<file path="config.mk">
export PLATFORM = sky130hd
export DESIGN_NAME = warpTop
export DESIGN_NICKNAME = d
export VERILOG_FILES = /design/src/common/warpPkg.sv /design/src/hw/chipSelect.sv /design/src/hw/busTerm.sv /design/src/ram/ramCtrl.sv /design/src/hw/refreshTimer.sv /design/src/hw/speedCfg.sv /design/src/hw/warpTop.sv
export VERILOG_INCLUDE_DIRS = /design/src /design/src/common
export SDC_FILE = /design/constraint.sdc
export NUM_CORES = 1
export LEC_CHECK = 0
export BUFFER_PORTS_ARGS = -buffer_cell sky130_fd_sc_hd__buf_2
export CAP_MARGIN = 30
export CORE_AREA = 2 2 68 70
export CTS_CLUSTER_DIAMETER = 40
export DETAILED_ROUTE_END_ITERATION = 8
export DIE_AREA = 0 0 70 72
export PLACE_DENSITY = 0.81
export REMOVE_ABC_BUFFERS = 1
export SYNTH_ARGS = -nofsm -noshare
export SYNTH_HDL_FRONTEND = slang
export SYNTH_SLANG_ARGS = --single-unit
</file>
<file path="constraint.sdc">
create_clock -name FCLK -period 2.8 [get_ports FCLK]
set_input_delay 0.42 -clock FCLK [delete_from_list [all_inputs] [get_ports FCLK]]
set_output_delay 0.42 -clock FCLK [all_outputs]
set_load 0.005 [all_outputs]
</file>
<file path="src/common/warp_params.svh">
`ifndef WARP_PARAMS_SVH
`define WARP_PARAMS_SVH

// ####################################################################
// Address regions on the processor bus
// ####################################################################
`define RAM_TOP 2'b00        // A23..A22 for the DRAM region
`define ROM_PAGE 4'h4        // A23..A20 for the flash ROM
`define IACK_PAGE 16'hFFFF   // Interrupt acknowledge space

// ####################################################################
// Timing constants in FCLK cycles
// ####################################################################
`define RESET_CYCLES 16      // Length of the stretched reset
`define REF_SLOW 128         // Refresh interval with slow refresh
`define REF_FAST 64          // Refresh interval with fast refresh

`define ROM_WAIT0 2          // ROM access counts selected by sw[2:1]
`define ROM_WAIT1 3
`define ROM_WAIT2 4
`define ROM_WAIT3 6

`endif

</file>
<file path="src/common/warpPkg.sv">
package warpPkg;

	// ####################################################################
	// Processor address A23..A1 and its two readings
	// ####################################################################
	typedef struct packed {
		logic [15:0] page;   // A23..A8 used by the region decoder
		logic [6:0] offset;  // A7..A1 inside the page
	} fsbDecS;

	typedef struct packed {
		logic [1:0] top;     // A23..A22 region bits
		logic [10:0] row;    // A21..A11 driven during RAS
		logic [9:0] col;     // A10..A1 driven during CAS
	} fsbDramS;

	typedef union packed {
		fsbDecS dec;         // View for chip select decode
		fsbDramS dram;       // View for the DRAM address mux
	} fsbAddrU;

	// One-hot select of the current bus cycle, all zero when idle
	typedef struct packed {
		logic ram;
		logic rom;
		logic io;
		logic iack;
	} selS;

	typedef struct packed {
		logic [2:0] romWait; // FCLK cycles until a ROM cycle ends
		logic refFast;       // Shorter refresh interval
	} cfgS;

	// Active high DRAM strobes, inverted at the pins
	typedef struct packed {
		logic ras;
		logic cas;
		logic lwe;
		logic uwe;
	} dramS;

	typedef logic [3:0][2:0] romWaitTblT; // Wait count per switch code

endpackage

</file>
<file path="src/hw/chipSelect.sv">
`timescale 1ns/100ps
`include "warp_params.svh"

module chipSelect import warpPkg::*; (
	input logic FCLK,
	input logic arstN,
	input logic asN,
	input fsbAddrU addr,
	output logic busActive,
	output selS sel
);

	selS selNext; // Decoded region of the current address

	// ####################################################################
	// Region decode, iack has priority over the memory regions
	// ####################################################################
	always_comb begin
		selNext = '0;
		if (addr.dec.page == `IACK_PAGE) begin
			selNext.iack = 1'b1; // CPU space cycle
		end else if (addr.dec.page[15:14] == `RAM_TOP) begin
			selNext.ram = 1'b1; // Lowest 4 MB go to DRAM
		end else if (addr.dec.page[15:12] == `ROM_PAGE) begin
			selNext.rom = 1'b1;
		end else begin
			selNext.io = 1'b1; // Everything else goes to the peripheral side
		end
	end

	always_ff @(posedge FCLK or negedge arstN) begin
		if (!arstN) begin
			busActive <= 1'b0;
			sel <= '0;
		end else begin
			busActive <= !asN; // Follows AS one cycle late
			if (asN) begin
				sel <= '0; // Cleared together with busActive
			end else if (!busActive) begin
				sel <= selNext; // Captured on the first cycle of AS
			end
		end
	end

endmodule

</file>
<file path="src/hw/busTerm.sv">
`timescale 1ns/100ps
`include "warp_params.svh"

module busTerm import warpPkg::*; (
	input logic FCLK,
	input logic arstN,
	input logic busActive,
	input logic ramReady,
	input logic ioDone,
	input selS sel,
	input cfgS cfg,
	output logic dtackN,
	output logic vpaN
);

	logic [2:0] waitCnt; // Cycles since busActive rose
	logic romRdy;        // ROM wait count reached
	logic ramRdy;
	logic ioRdy;
	logic anyRdy;        // Some source is ready to end the cycle

	// ####################################################################
	// Ready sources
	// ####################################################################
	always_comb begin
		romRdy = sel.rom && (waitCnt >= cfg.romWait - 3'd1);
		ramRdy = sel.ram && ramReady; // DRAM has reached CAS
		ioRdy = sel.io && ioDone;     // Single cycle pulse from the I/O side
		anyRdy = romRdy || ramRdy || ioRdy;
	end

	// ####################################################################
	// Termination registers
	// ####################################################################
	always_ff @(posedge FCLK or negedge arstN) begin
		if (!arstN) begin
			waitCnt <= '0;
			dtackN <= 1'b1;
			vpaN <= 1'b1;
		end else if (!busActive) begin
			waitCnt <= '0; // Ready for the next cycle
			dtackN <= 1'b1;
			vpaN <= 1'b1;
		end else begin
			if (waitCnt != 3'b111) begin
				waitCnt <= waitCnt + 3'd1; // Saturates on long cycles
			end
			if (anyRdy) begin
				dtackN <= 1'b0; // Held low until AS is released
			end
			if (sel.iack) begin
				vpaN <= 1'b0; // Autovector acknowledge
			end
		end
	end

endmodule

</file>
<file path="src/ram/ramCtrl.sv">
`timescale 1ns/100ps
`include "warp_params.svh"

module ramCtrl import warpPkg::*; (
	input logic FCLK,
	input logic arstN,
	input logic busActive,
	input logic weN,
	input logic ldsN,
	input logic udsN,
	input logic refReq,
	input logic refUrg,
	input fsbAddrU addr,
	input selS sel,
	output logic ramReady,
	output logic refAck,
	output logic oeN,
	output logic romCsN,
	output logic [11:0] ra,
	output dramS dram
);

	typedef enum logic [2:0] {
		stIdle,
		stRow,
		stCol,
		stAccess,
		stRefresh,
		stRecover
	} stateT;

	stateT state;
	logic [1:0] refCnt; // Position inside the refresh burst
	logic ramGo;        // Access wins arbitration this cycle

	// Access goes first unless the refresh has become urgent
	assign ramGo = sel.ram && !(refReq && refUrg);

	// ####################################################################
	// Sequencer
	// ####################################################################
	always_ff @(posedge FCLK or negedge arstN) begin
		if (!arstN) begin
			state <= stIdle;
			refCnt <= '0;
			dram <= '0;
			ramReady <= 1'b0;
			refAck <= 1'b0;
		end else begin
			refAck <= 1'b0; // Single cycle pulse
			case (state)
				stIdle: begin
					if (ramGo) begin
						state <= stRow;
						dram.ras <= 1'b1; // Row already on ra
					end else if (refReq) begin
						state <= stRefresh;
						dram.cas <= 1'b1; // CAS before RAS
						refCnt <= '0;
						refAck <= 1'b1;
					end
				end
				stRow: state <= stCol; // ra turns to the column here
				stCol: begin
					state <= stAccess;
					dram.cas <= 1'b1;
					dram.lwe <= !weN && !ldsN; // Lane strobes only on writes
					dram.uwe <= !weN && !udsN;
					ramReady <= 1'b1;
				end
				stAccess: begin
					if (!busActive) begin
						state <= stIdle; // Processor has released AS
						dram <= '0;
						ramReady <= 1'b0;
					end
				end
				stRefresh: begin
					refCnt <= refCnt + 2'd1;
					if (refCnt == 2'd0) begin
						dram.ras <= 1'b1;
					end else if (refCnt == 2'd2) begin
						state <= stRecover;
						dram <= '0; // RAS precharge follows
					end
				end
				default: state <= stIdle; // Recover is one idle cycle
			endcase
		end
	end

	// Row is loaded while idle, column one cycle after RAS
	always_ff @(posedge FCLK) begin
		if (state == stIdle) begin
			ra <= {1'b0, addr.dram.row};
		end else if (state == stRow) begin
			ra <= {2'b00, addr.dram.col};
		end
	end

	// ####################################################################
	// Flash ROM controls
	// ####################################################################
	assign romCsN = !sel.rom;
	assign oeN = !(sel.rom && weN); // Read only from the flash
endmodule

</file>
<file path="src/hw/refreshTimer.sv">
`timescale 1ns/100ps
`include "warp_params.svh"

module refreshTimer import warpPkg::*; (
	input logic FCLK,
	input logic arstN,
	input logic refAck,
	input cfgS cfg,
	output logic refReq,
	output logic refUrg,
	output logic resOutN
);

	localparam int refW = $clog2(`REF_SLOW);
	localparam int resW = $clog2(`RESET_CYCLES);

	logic [refW-1:0] refCnt;  // Interval down counter
	logic [refW-1:0] reload;  // Next interval minus one
	logic expire;
	logic [resW-1:0] resCnt;  // Reset stretch counter

	assign reload = cfg.refFast ? refW'(`REF_FAST - 1) : refW'(`REF_SLOW - 1);
	assign expire = (refCnt == '0);

	// ####################################################################
	// Refresh interval and request levels
	// ####################################################################
	always_ff @(posedge FCLK or negedge arstN) begin
		if (!arstN) begin
			refCnt <= refW'(`REF_SLOW - 1);
			refReq <= 1'b0;
			refUrg <= 1'b0;
		end else begin
			refCnt <= expire ? reload : refCnt - refW'(1);
			if (expire) begin
				refReq <= 1'b1;
			end else if (refAck) begin
				refReq <= 1'b0; // Controller has started the burst
			end
			if (expire && refReq && !refAck) begin
				refUrg <= 1'b1; // A whole interval was missed
			end else if (refAck) begin
				refUrg <= 1'b0;
			end
		end
	end

	// ####################################################################
	// Stretched reset output
	// ####################################################################
	always_ff @(posedge FCLK or negedge arstN) begin
		if (!arstN) begin
			resCnt <= '0;
			resOutN <= 1'b0;
		end else if (!resOutN) begin
			resCnt <= resCnt + resW'(1);
			if (resCnt == resW'(`RESET_CYCLES - 1)) begin
				resOutN <= 1'b1; // Released after the last count
			end
		end
	end

endmodule

</file>
<file path="src/hw/speedCfg.sv">
`timescale 1ns/100ps
`include "warp_params.svh"

module speedCfg import warpPkg::*; (
	input logic FCLK,
	input logic arstN,
	input logic busActive,
	input logic [3:1] sw,
	output cfgS cfg
);

	// Index 3 is the slowest ROM setting
	localparam romWaitTblT waitTbl = '{
		3'(`ROM_WAIT3),
		3'(`ROM_WAIT2),
		3'(`ROM_WAIT1),
		3'(`ROM_WAIT0)
	};

	always_ff @(posedge FCLK or negedge arstN) begin
		if (!arstN) begin
			cfg.romWait <= waitTbl[3]; // Safe until the switches are read
			cfg.refFast <= 1'b0;
		end else if (!busActive) begin
			cfg.romWait <= waitTbl[sw[2:1]]; // Never changes inside a cycle
			cfg.refFast <= sw[3];
		end
	end

endmodule

</file>
<file path="src/hw/warpTop.sv">
`timescale 1ns/100ps
`include "warp_params.svh"

module warpTop import warpPkg::*; (
	input logic FCLK,
	input logic arstN,
	input logic asN,
	input logic ldsN,
	input logic udsN,
	input logic weN,
	input logic ioDone,
	input fsbAddrU addr,
	input logic [3:1] sw,
	output logic dtackN,
	output logic vpaN,
	output logic ioSel,
	output logic rasN,
	output logic casN,
	output logic ramLweN,
	output logic ramUweN,
	output logic oeN,
	output logic romCsN,
	output logic resOutN,
	output logic [11:0] ra
);

	logic busActive;      // Processor cycle in progress
	selS sel;
	cfgS cfg;
	logic refReq, refUrg; // Refresh levels toward the DRAM controller
	logic refAck;
	logic ramReady;
	dramS dram;

	// ####################################################################
	// Blocks
	// ####################################################################
	chipSelect cs (.FCLK, .arstN, .asN, .addr, .busActive, .sel);

	speedCfg cfgReg (.FCLK, .arstN, .busActive, .sw, .cfg);

	refreshTimer refTmr (.FCLK, .arstN, .refAck, .cfg, .refReq, .refUrg, .resOutN);

	ramCtrl ram (
		.FCLK, .arstN, .busActive, .weN, .ldsN, .udsN, .refReq, .refUrg,
		.addr, .sel, .ramReady, .refAck, .oeN, .romCsN, .ra, .dram
	);

	busTerm term (
		.FCLK, .arstN, .busActive, .ramReady, .ioDone, .sel, .cfg,
		.dtackN, .vpaN
	);

	// Pins are active low
	assign rasN = !dram.ras;
	assign casN = !dram.cas;
	assign ramLweN = !dram.lwe;
	assign ramUweN = !dram.uwe;
	assign ioSel = sel.io;

endmodule

</file>
==> results of run 1 <==
==> flip-flops by register name, summed over array words and instances, names as in the netlist <==
signal and count:
ram.dram 4, ram.refAck 1, refTmr.resOutN 1, ram.ra 11, ram.state 3, cs.sel 4, cfgReg.cfg 4, refTmr.refReq 1
refTmr.refUrg 1, term.vpaN 1, refTmr.resCnt 4, cs.busActive 1, term.dtackN 1, refTmr.refCnt 7, ram.ramReady 1, term.waitCnt 3
ram.refCnt 2
==> worst max-delay path, cell delays in order, from the launching register on <==
cell	delay (ns)
sky130_fd_sc_hd__dfstp_2	0.53
sky130_fd_sc_hd__inv_1	0.04
sky130_fd_sc_hd__ha_1	0.28
sky130_fd_sc_hd__ha_1	0.28
sky130_fd_sc_hd__a21o_1	0.16
sky130_fd_sc_hd__a211o_1	0.28
sky130_fd_sc_hd__o211ai_1	0.09
==> power by group <==
part / total (mW) / internal (mW) / leakage (nW) / switching (mW)
sequential: 0.999 / 0.907 / 0.578 / 0.0917
combinational: 0.495 / 0.239 / 0.648 / 0.256
clock: 0.463 / 0.227 / 0.0561 / 0.236
==> cells in the mapped netlist, types with 7 or more instances <==
master                     count
sky130_fd_sc_hd__dfstp_2      11
sky130_fd_sc_hd__dfrtp_1      28
sky130_fd_sc_hd__mux2_2       14
sky130_fd_sc_hd__nor2_1        9
sky130_fd_sc_hd__ha_1         10
sky130_fd_sc_hd__o21ai_0       9
sky130_fd_sc_hd__a21oi_1       7
sky130_fd_sc_hd__nand2b_1      7
sky130_fd_sc_hd__nor3_1        8
sky130_fd_sc_hd__inv_1        17
sky130_fd_sc_hd__nand2_1      12
sky130_fd_sc_hd__xnor2_1       7
sky130_fd_sc_hd__edfxtp_1     11
==> stage by stage <==
step	setup WS [ns]	area [um2]	hold slack [ns]
6_report	1.076	2755	0.2045
5_1_grt	0.9968	2755	0.2746
4_1_cts	1.063	2755	0.2432
3_5_place_dp	1.090	2651	0.4321
3_3_place_gp	1.146	2651	0.4205
2_1_floorplan	0.8207	2313	0.1244
==> how the worst min path moves through the flow <==
| stage | from | endpoint |
|---|---|---|
| finish | arstN | refTmr.resCnt[2]$_DFFE_PN0N_ |
| global placement | cs.sel[0]$_DFFE_PN0P_ | term.vpaN$_DFFE_PN1P_ |
| floorplan | arstN | cfgReg.cfg[0]$_DFFE_PN0N_ |
| CTS | arstN | ram.refCnt[0]$_DFFE_PN0P_ |
| detailed placement | cs.sel[0]$_DFFE_PN0P_ | term.vpaN$_DFFE_PN1P_ |
| global route | arstN | refTmr.resCnt[3]$_DFFE_PN0N_ |
==> metal layers <==
layer  up-vias  share of wire [%]  GRT usage, %
met5         -                  0             0
met4         0                1.6         7.051
met3         7                3.5         3.194
li1        811                  -             -
met2        41                 51         30.69
met1       796                 44         24.67
==> final cells by class <==
cell class | count | share of cell area [%]
multi-input combinational | 128 | 33.74
clock buffer | 6 | 3.406
sequential | 50 | 47.91
tap | 52 | 2.361
timing repair buffer | 54 | 9.900
inverter | 17 | 2.316
clock inverter | 2 | 0.3633
==> logic make-up (layout without fill, tap and decap cells) <==
family / count (synthesis) / after routing / share of synthesized area [%]
multiplexers: 20 / 20 / 9.332
flip-flops: 50 / 50 / 55.94
adder cells (fa/ha/maj): 10 / 10 / 5.302
AND/OR/NAND/NOR: 58 / 58 / 13.31
other: 1 / 1 / 0.1589
AO/OA/AOI/OAI: 30 / 30 / 7.953
XOR/XNOR: 9 / 9 / 3.341
buffers and inverters: 24 / 79 / 4.665
==> out/qor_table.md, run 1 <==
| Stage | Parameter | Value |
| --- | --- | --- |
| outcome | Run status | finished, final reports clean |
| logic synthesis | Number of flops mapped to enable cells by yosys | 11 |
| logic synthesis | Number of synthesized register bits | 50 |
| min path | Hold Path Class | in -> async |
| logic synthesis | Share of Yosys cell area claimed by the top area cell type | 29.69% |
| logic synthesis | Post-Syn Area | 0.002360 mm2 |
| setup path | CP required | 3.03 ns |
| floorplan | Number of top-level pins | 55 |
| setup path | Max Fanout on Critical Path | 2 |
| drt | Via count of the routed design | 1655 |
| finish | Filler-free cell count of the finished design | 309 |
| timing | Worst relative slew slack | 36.15% |
| setup path | Launch instance of the worst register-to-register path | cfgReg.cfg[2]$_DFFE_PN1N_ |
| placed design | Count of input and output buffers | 53 |
| pwr | Post-layout total power | 1.956 mW |
| placed design | Count of placed standard cells including taps | 301 |
| clock tree | Post-CTS setup repair buffer count | 0 |
| floorplan | Standard cell core area | 0.004264 mm2 |
| grt | Via count of the first global-routing pass | 1628 |
| finish | Fin nets | 299 |
| finish | Final-layout fill cell count | 351 |
| logic synthesis | Yosys warnings | 0 |
| drt | Wirelength, routed | 4.386 mm |
| finish | Layout cell share with drive strength beyond 1 | 35.80% |
| setup path | Startpoint class of the critical path | register |
| timing | Sum of negative setup slack | 0 ns |
| finish | Total inserted antenna cells | 0 |
| floorplan | Die height | 72 um |
| drt | DRT antenna net count | 0 |
| placed design | Detailed-placement wirelength estimate | 3.178 mm |
| finish | Top library cells by usage in the layout, fill and taps aside | sky130_fd_sc_hd__buf_2, sky130_fd_sc_hd__dfrtp_1, sky130_fd_sc_hd__inv_1 |
| setup path | Worst Setup EP | term.dtackN$_DFFE_PN1P_ |
| finish | P&R area growth vs syn | 16.75% |
| grt | First-pass GRT wire length | 7.417 mm |
| timing | Share of the clock period used by the worst path after layout | 61.57% |
| timing | Hold violation total from the final report | 0 |
| timing | Upper clock frequency limit | 0.5801 GHz |
| grt | Antenna violations before repair | 0 |
| timing | Slew Limit Fails | 0 |
| pwr | Power per cell area | 710.1 mW/mm2 |
| finish | Most common library cell in the layout ignoring fill and taps | sky130_fd_sc_hd__buf_2 |
| logic synthesis | Top cell type by total area after synthesis | sky130_fd_sc_hd__dfrtp_1 |
| grt | Maximum number of pins on one net before global-route repair | 40 |
| floorplan | Die area | 0.005040 mm2 |
| drt | DRC violation count after routing | 0 |
| floorplan | Die Wd | 70 um |
| timing | Unrepaired setup endpoints after global routing | false |
| drt | Vias per inst | 5.356 |
| logic synthesis | Ranking of synthesized cells by area | sky130_fd_sc_hd__dfrtp_1, sky130_fd_sc_hd__edfxtp_1, sky130_fd_sc_hd__dfstp_2, sky130_fd_sc_hd__mux2_2, sky130_fd_sc_hd__ha_1 |
| clock tree | Total of cells resized after clock tree synthesis | 0 |
| grt | Global Route Usage Sum | 18.47% |
| setup path | Origin of the worst setup path | cfgReg.cfg[2]$_DFFE_PN1N_ |
| finish | Footprint of the multi-input gates | 929.6 um2 |
| logic synthesis | Async S/R FF share, synth | 78.00% |
| logic synthesis | Number of library cell types mapped by synthesis | 47 |
| grt | GRT overflow | 0 |
| setup path | CP Capture Type | register |
| timing | Final setup vio count | 0 |
| logic synthesis | Share of the yosys chip area belonging to registers | 55.94% |
| timing | Setup clock skew after layout | 0.006189 ns |
| logic synthesis | Most instantiated flip-flop cell in the synthesis netlist | sky130_fd_sc_hd__dfrtp_1 |
| clock tree | TritonCTS clock tree | done |
| clock tree | Worst skew pair latency | 0.30 ns |
| clock tree | Number of buffers on the longest clock path | 2 |
| setup path | Depth of the most critical reg-to-reg path | 6 |
| floorplan | Cell Rows | 24 |
| clock tree | H-tree depth | 2 |
| placed design | Weighted congestion at the end of routability-driven global placement | 0.7878 |
| clock tree | # hold bufs at CTS | 0 |
| clock tree | Buffer cell driving the clock tree root | sky130_fd_sc_hd__clkbuf_8 |
| finish | FF+latch area | 0.001320 mm2 |
| drt | DRC violation total after the first TritonRoute iteration | 66 |
| floorplan | Starting density of the core | 55.34% |
| drt | First drt pass iteration count | 4 |
| setup path | Reg-to-reg setup timing slack | 1.08 ns |
| timing | Worst Max-Slew Pin Slew | 0.9542 ns |
| timing | Final critical path time including I/O delays and setup | 1.724 ns |
| job | Reported max-cap violation count | 0 |
| clock tree | Clock slew at the register clock pins of the worst setup and hold paths | 0.09 ns |
| clock tree | Clock buffer count from CTS | 5 |
| logic synthesis | Mean post-synth cell area | 11.68 um2 |
| drt | Post-detailed-route wirelength per cell | 14.19 um |
| setup path | Critical register-to-register path endpoint | term.dtackN$_DFFE_PN1P_ |
| setup path | Critical path class | reg -> reg |
| pwr | Leakage power summed over all cells | 1.282 nW |
| setup path | Critical Path AT | 1.95 ns |
| finish | Post-route core utilization | 64.61% |
| logic synthesis | Number of instances in the synthesized netlist | 202 |
| clock tree | Sink Count | 50 |
| pwr | IR drop worst, VDD | 0.4903 mV |
No activity file was read; power rests on OpenSTA's default activity.
==> run 2: changes to the inputs <==
--- a/config.mk
+++ b/config.mk
@@ -6,13 +6,14 @@
 export SDC_FILE = /design/constraint.sdc
 export NUM_CORES = 1
 export LEC_CHECK = 0
+export ABC_AREA = 1
 export BUFFER_PORTS_ARGS = -buffer_cell sky130_fd_sc_hd__buf_2
 export CAP_MARGIN = 30
-export CORE_AREA = 2 2 68 70
+export CORE_AREA = 2 2 71 73
 export CTS_CLUSTER_DIAMETER = 40
 export DETAILED_ROUTE_END_ITERATION = 8
-export DIE_AREA = 0 0 70 72
-export PLACE_DENSITY = 0.81
+export DIE_AREA = 0 0 73 75
+export PLACE_DENSITY = 0.77
 export REMOVE_ABC_BUFFERS = 1
 export SYNTH_ARGS = -nofsm -noshare
 export SYNTH_HDL_FRONTEND = slang
==> constraint.sdc (replaced) <==
create_clock -name FCLK -period 1.6 [get_ports FCLK]
set_input_delay 0.24 -clock FCLK [delete_from_list [all_inputs] [get_ports FCLK]]
set_output_delay 0.24 -clock FCLK [all_outputs]
set_load 0.005 [all_outputs]
==> out/qor_table.md, run 2 <==
| Stage | Parameter | Value | Change |
| --- | --- | --- | --- |
| placed design | Weighted congestion at the end of routability-driven global placement | 0.7655 | -2.8% |
| placed design | Worst slack at placement | -0.1629 ns | -1.253 ns |
| placed design | Detailed-placement wirelength estimate | 3.523 mm | +11% |
| clock tree | Clock slew at the register clock pins of the worst setup and hold paths | 0.09 ns | about the same |
| clock tree | Clock buffer count from CTS | 5 | unchanged |
| clock tree | Worst skew pair latency | 0.30 ns | about the same |
| clock tree | Post-CTS setup repair buffer count | 0 | unchanged |
| logic synthesis | Number of synthesized register bits | 50 | unchanged |
| finish | Filler-free cell count of the finished design | 398 | +29% |
| setup path | Slowest cell delay on critical path | 0.53 ns | about the same |
| logic synthesis | Async S/R FF share, synth | 78.00% | unchanged |
| finish | Most common library cell in the layout ignoring fill and taps | sky130_fd_sc_hd__nand2_1 |  |
| clock tree | Buffer cell driving the clock tree root | sky130_fd_sc_hd__clkbuf_8 |  |
| setup path | Crit-path cells | inv_2, ha_4, xnor2_4, ha_4, a21oi_2, nand3_1, nand2_1, inv_1, o21ai_1 |  |
| setup path | Startpoint class of the critical path | register |  |
| clock tree | H-tree depth | 2 | unchanged |
| pwr | Share of total power in the clock network | 21.2% | -2.5 points |
| grt | GRT overflow | 0 | unchanged |
| grt | Via count of the first global-routing pass | 1906 | +17% |
| drt | DRC violation total after the first TritonRoute iteration | 105 | +59% |
| drt | Post-detailed-route wirelength per cell | 11.39 um | -20% |
| setup path | Max Fanout on Critical Path | 3 | +1 |
| setup path | Reg-to-reg setup timing slack | -0.02 ns | -1.10 ns |
| outcome | Failing checks | setup timing |  |
| timing | Final setup vio count | 1 | +1 |
| finish | Final cell area excluding filler cells | 0.002947 mm2 | +6.9% |
| finish | Layout cell share with drive strength beyond 1 | 27.62% | -8.2 points |
| floorplan | Standard cell core area | 0.004661 mm2 | +9.3% |
| clock tree | Sink Count | 50 | unchanged |
| pwr | Share of power burned in combinational logic | 34.5% | +9.2 points |
| timing | Hold violation total from the final report | 0 | unchanged |
| finish | P&R area growth vs syn | 21.33% |  |
| logic synthesis | Top cell type by total area after synthesis | sky130_fd_sc_hd__dfrtp_1 |  |
| logic synthesis | Post-Syn Area | 0.002429 mm2 | +2.9% |
| timing | Hold slack | 0.1170 ns | -0.08745 ns |
| setup path | Critical Path AT | 1.86 ns | -0.09 ns |
| finish | Total inserted antenna cells | 0 | unchanged |
| min path | Hold Path Class | in -> reg |  |
| grt | Maximum number of pins on one net before global-route repair | 40 | unchanged |
| floorplan | Die height | 75 um | +4.2% |
| logic synthesis | Top cells by instance count after synthesis | sky130_fd_sc_hd__nand2_1, sky130_fd_sc_hd__inv_1, sky130_fd_sc_hd__dfrtp_1 |  |
| pwr | Sequential power share | 44.3% | -6.8 points |
| floorplan | Die area | 0.005475 mm2 | +8.6% |
| drt | First drt pass iteration count | 4 | unchanged |
| floorplan | Starting density of the core | 52.11% | -3.2 points |
| timing | Slew Limit Fails | 0 | unchanged |
| clock tree | Number of buffers on the longest clock path | 2 | unchanged |
| logic synthesis | Number of instances in the synthesized netlist | 281 | +39% |
| pwr | Switching pwr | 1.430 mW | +150% |
| grt | Global Route Usage Sum | 17.92% | -0.55 points |
| placed design | Count of placed standard cells including taps | 389 | +29% |
| pwr | Leakage power summed over all cells | 1.542 nW | +20% |
| drt | Wirelength, routed | 4.533 mm | +3.4% |
| setup path | Critical path buffers and inverters | 2 | +1 |
| drt | DRT antenna net count | 0 | unchanged |
| pwr | Power per cell area | 1396 mW/mm2 | +97% |
| setup path | Critical path class | reg -> reg |  |
| finish | Post-route core utilization | 63.22% | -1.4 points |
| timing | Setup clock skew after layout | 0.006996 ns | +0.0008072 ns |
| finish | Register with the most flip-flops | ram.ra |  |
| grt | First-pass GRT wire length | 7.679 mm | +3.5% |
| logic synthesis | Number of flops mapped to enable cells by yosys | 11 | unchanged |
| timing | Share of the clock period used by the worst path after layout | 101.3% | +40 points |
| logic synthesis | Ranking of synthesized cells by area | sky130_fd_sc_hd__dfrtp_1, sky130_fd_sc_hd__edfxtp_1, sky130_fd_sc_hd__nand2_1, sky130_fd_sc_hd__dfstp_2, sky130_fd_sc_hd__inv_1 |  |
| setup path | CP required | 1.84 ns | -1.19 ns |
| finish | Fin nets | 386 | +29% |
| setup path | Worst path top cell family by delay | flip-flops |  |
| timing | Post-route worst setup slack | -0.02025 ns | -1.096 ns |
| logic synthesis | Share of the yosys chip area belonging to registers | 54.35% | -1.6 points |
| drt | Vias per inst | 4.899 | -8.5% |
| logic synthesis | Yosys warnings | 0 | unchanged |
| logic synthesis | Most repeated cell in the gate-level netlist after synthesis | sky130_fd_sc_hd__nand2_1 |  |
| logic synthesis | Most instantiated flip-flop cell in the synthesis netlist | sky130_fd_sc_hd__dfrtp_1 |  |
| job | Reported max-cap violation count | 0 | unchanged |
| pwr | Post-layout total power | 4.112 mW | +110% |
| outcome | Run status | finished, violations left |  |
| grt | Antenna violations before repair | 0 | unchanged |
| logic synthesis | Share of Yosys cell area claimed by the top area cell type | 28.85% | -0.84 points |
| floorplan | Die Wd | 73 um | +4.3% |
| pwr | Sw Ratio | 34.76% | +4.9 points |
| finish | Top library cells by usage in the layout, fill and taps aside | sky130_fd_sc_hd__nand2_1, sky130_fd_sc_hd__buf_2, sky130_fd_sc_hd__inv_1 |  |
| setup path | Library cell contributing the largest single delay on the critical path | sky130_fd_sc_hd__dfstp_2 |  |
| drt | DRC violation count after routing | 0 | unchanged |
| timing | Unrepaired setup endpoints after global routing | true |  |
| drt | Via count of the routed design | 1950 | +18% |
| timing | Sum of negative setup slack | -0.02025 ns | -0.02025 ns |
| clock tree | TritonCTS clock tree | done |  |
| finish | Number of flip-flops under the largest register name | 11 | unchanged |
| setup path | Critical path's most frequent cell | sky130_fd_sc_hd__ha_4 |  |
| floorplan | Cell Rows | 25 | +4.2% |
| setup path | CP Capture Type | register |  |
| pwr | Cell-internal power | 2.683 mW | +95% |
| logic synthesis | Mean post-synth cell area | 8.643 um2 | -26% |
| timing | Final critical path time including I/O delays and setup | 1.620 ns | -0.1036 ns |
| timing | Upper clock frequency limit | 0.6172 GHz | +6.4% |
| placed design | Count of input and output buffers | 53 | unchanged |
| logic synthesis | Number of library cell types mapped by synthesis | 27 | -43% |
| floorplan | Number of top-level pins | 55 | unchanged |
| placed design | Placement-stage cell area | 0.002778 mm2 | +4.8% |
| pwr | IR drop worst, VDD | 0.7684 mV | +57% |
| finish | Largest registers | ram.ra x11, refTmr.refCnt x7 |  |
-- run 2: kinds of logic after synthesis --
kind of cell | count (synthesis) | share of synthesized area [%]
adder cells (fa/ha/maj) | 10 | 5.152
buffers and inverters | 45 | 7.212
AND/OR/NAND/NOR | 144 | 25.40
flip-flops | 50 | 54.35
AO/OA/AOI/OAI | 25 | 5.564
other | 1 | 0.1544
XOR/XNOR | 6 | 2.164
-- run 2: final timing paths --
check | start | endpoint | cells past startpoint
setup / recovery | cfgReg.cfg[2]$_DFFE_PN1N_ | term.dtackN$_DFFE_PN1P_ | 9
hold / removal | asN | cs.busActive$_DFF_PN0_ | 2
setup reg to reg | cfgReg.cfg[2]$_DFFE_PN1N_ | term.dtackN$_DFFE_PN1P_ | 9
hold reg to reg | cs.sel[0]$_DFFE_PN0P_ | term.vpaN$_DFFE_PN1P_ | 1
max in group asynchronous | arstN | refTmr.refCnt[0]$_DFF_PN1_ | 3
min in group asynchronous | arstN | term.waitCnt[1]$_DFFE_PN0P_ | 3
-- run 2: cell type report --
cell class,count,area (um2)
Fill cell,392,1714
Sequential cell,50,1320
Multi-Input combinational cell,186,980.9
Timing Repair Buffer,59,312.8
Inverter,41,153.9
Clock buffer,5,68.82
Tap cell,54,67.56
Clock inverter,3,42.54
-- run 2: layer usage --
metal / vias to the layer above / GRT usage [%] / routed length (um)
met1: 879 / 21.83 / 2151
met3: 6 / 4.418 / 200
met5: - / 0 / 0
met4: 0 / 3.704 / 57
li1: 1014 / - / -
met2: 51 / 32.43 / 2125
-- run 2: repair_timing --
| action | CTS | global route |
|---|---|---|
| endpoints found under the hold margin | 28 | 0 |
| gates cloned | 0 | 0 |
| gates resized for setup | 6 | 2 |
| endpoints found under the setup margin | 1 | 1 |
| pin swaps | 4 | 4 |
| hold buffers | 1 | 0 |
-- run 2: power groups by stage --
stage          clock network (mW)  registers [mW]  logic (mW)
2_1_floorplan                   0            1.85       0.870
3_3_place_gp                    0            1.83        1.36
3_5_place_dp                    0            1.84        1.41
4_1_cts                     0.895            1.82        1.43
5_1_grt                     0.947            1.85        1.66
6_report                    0.872            1.82        1.42
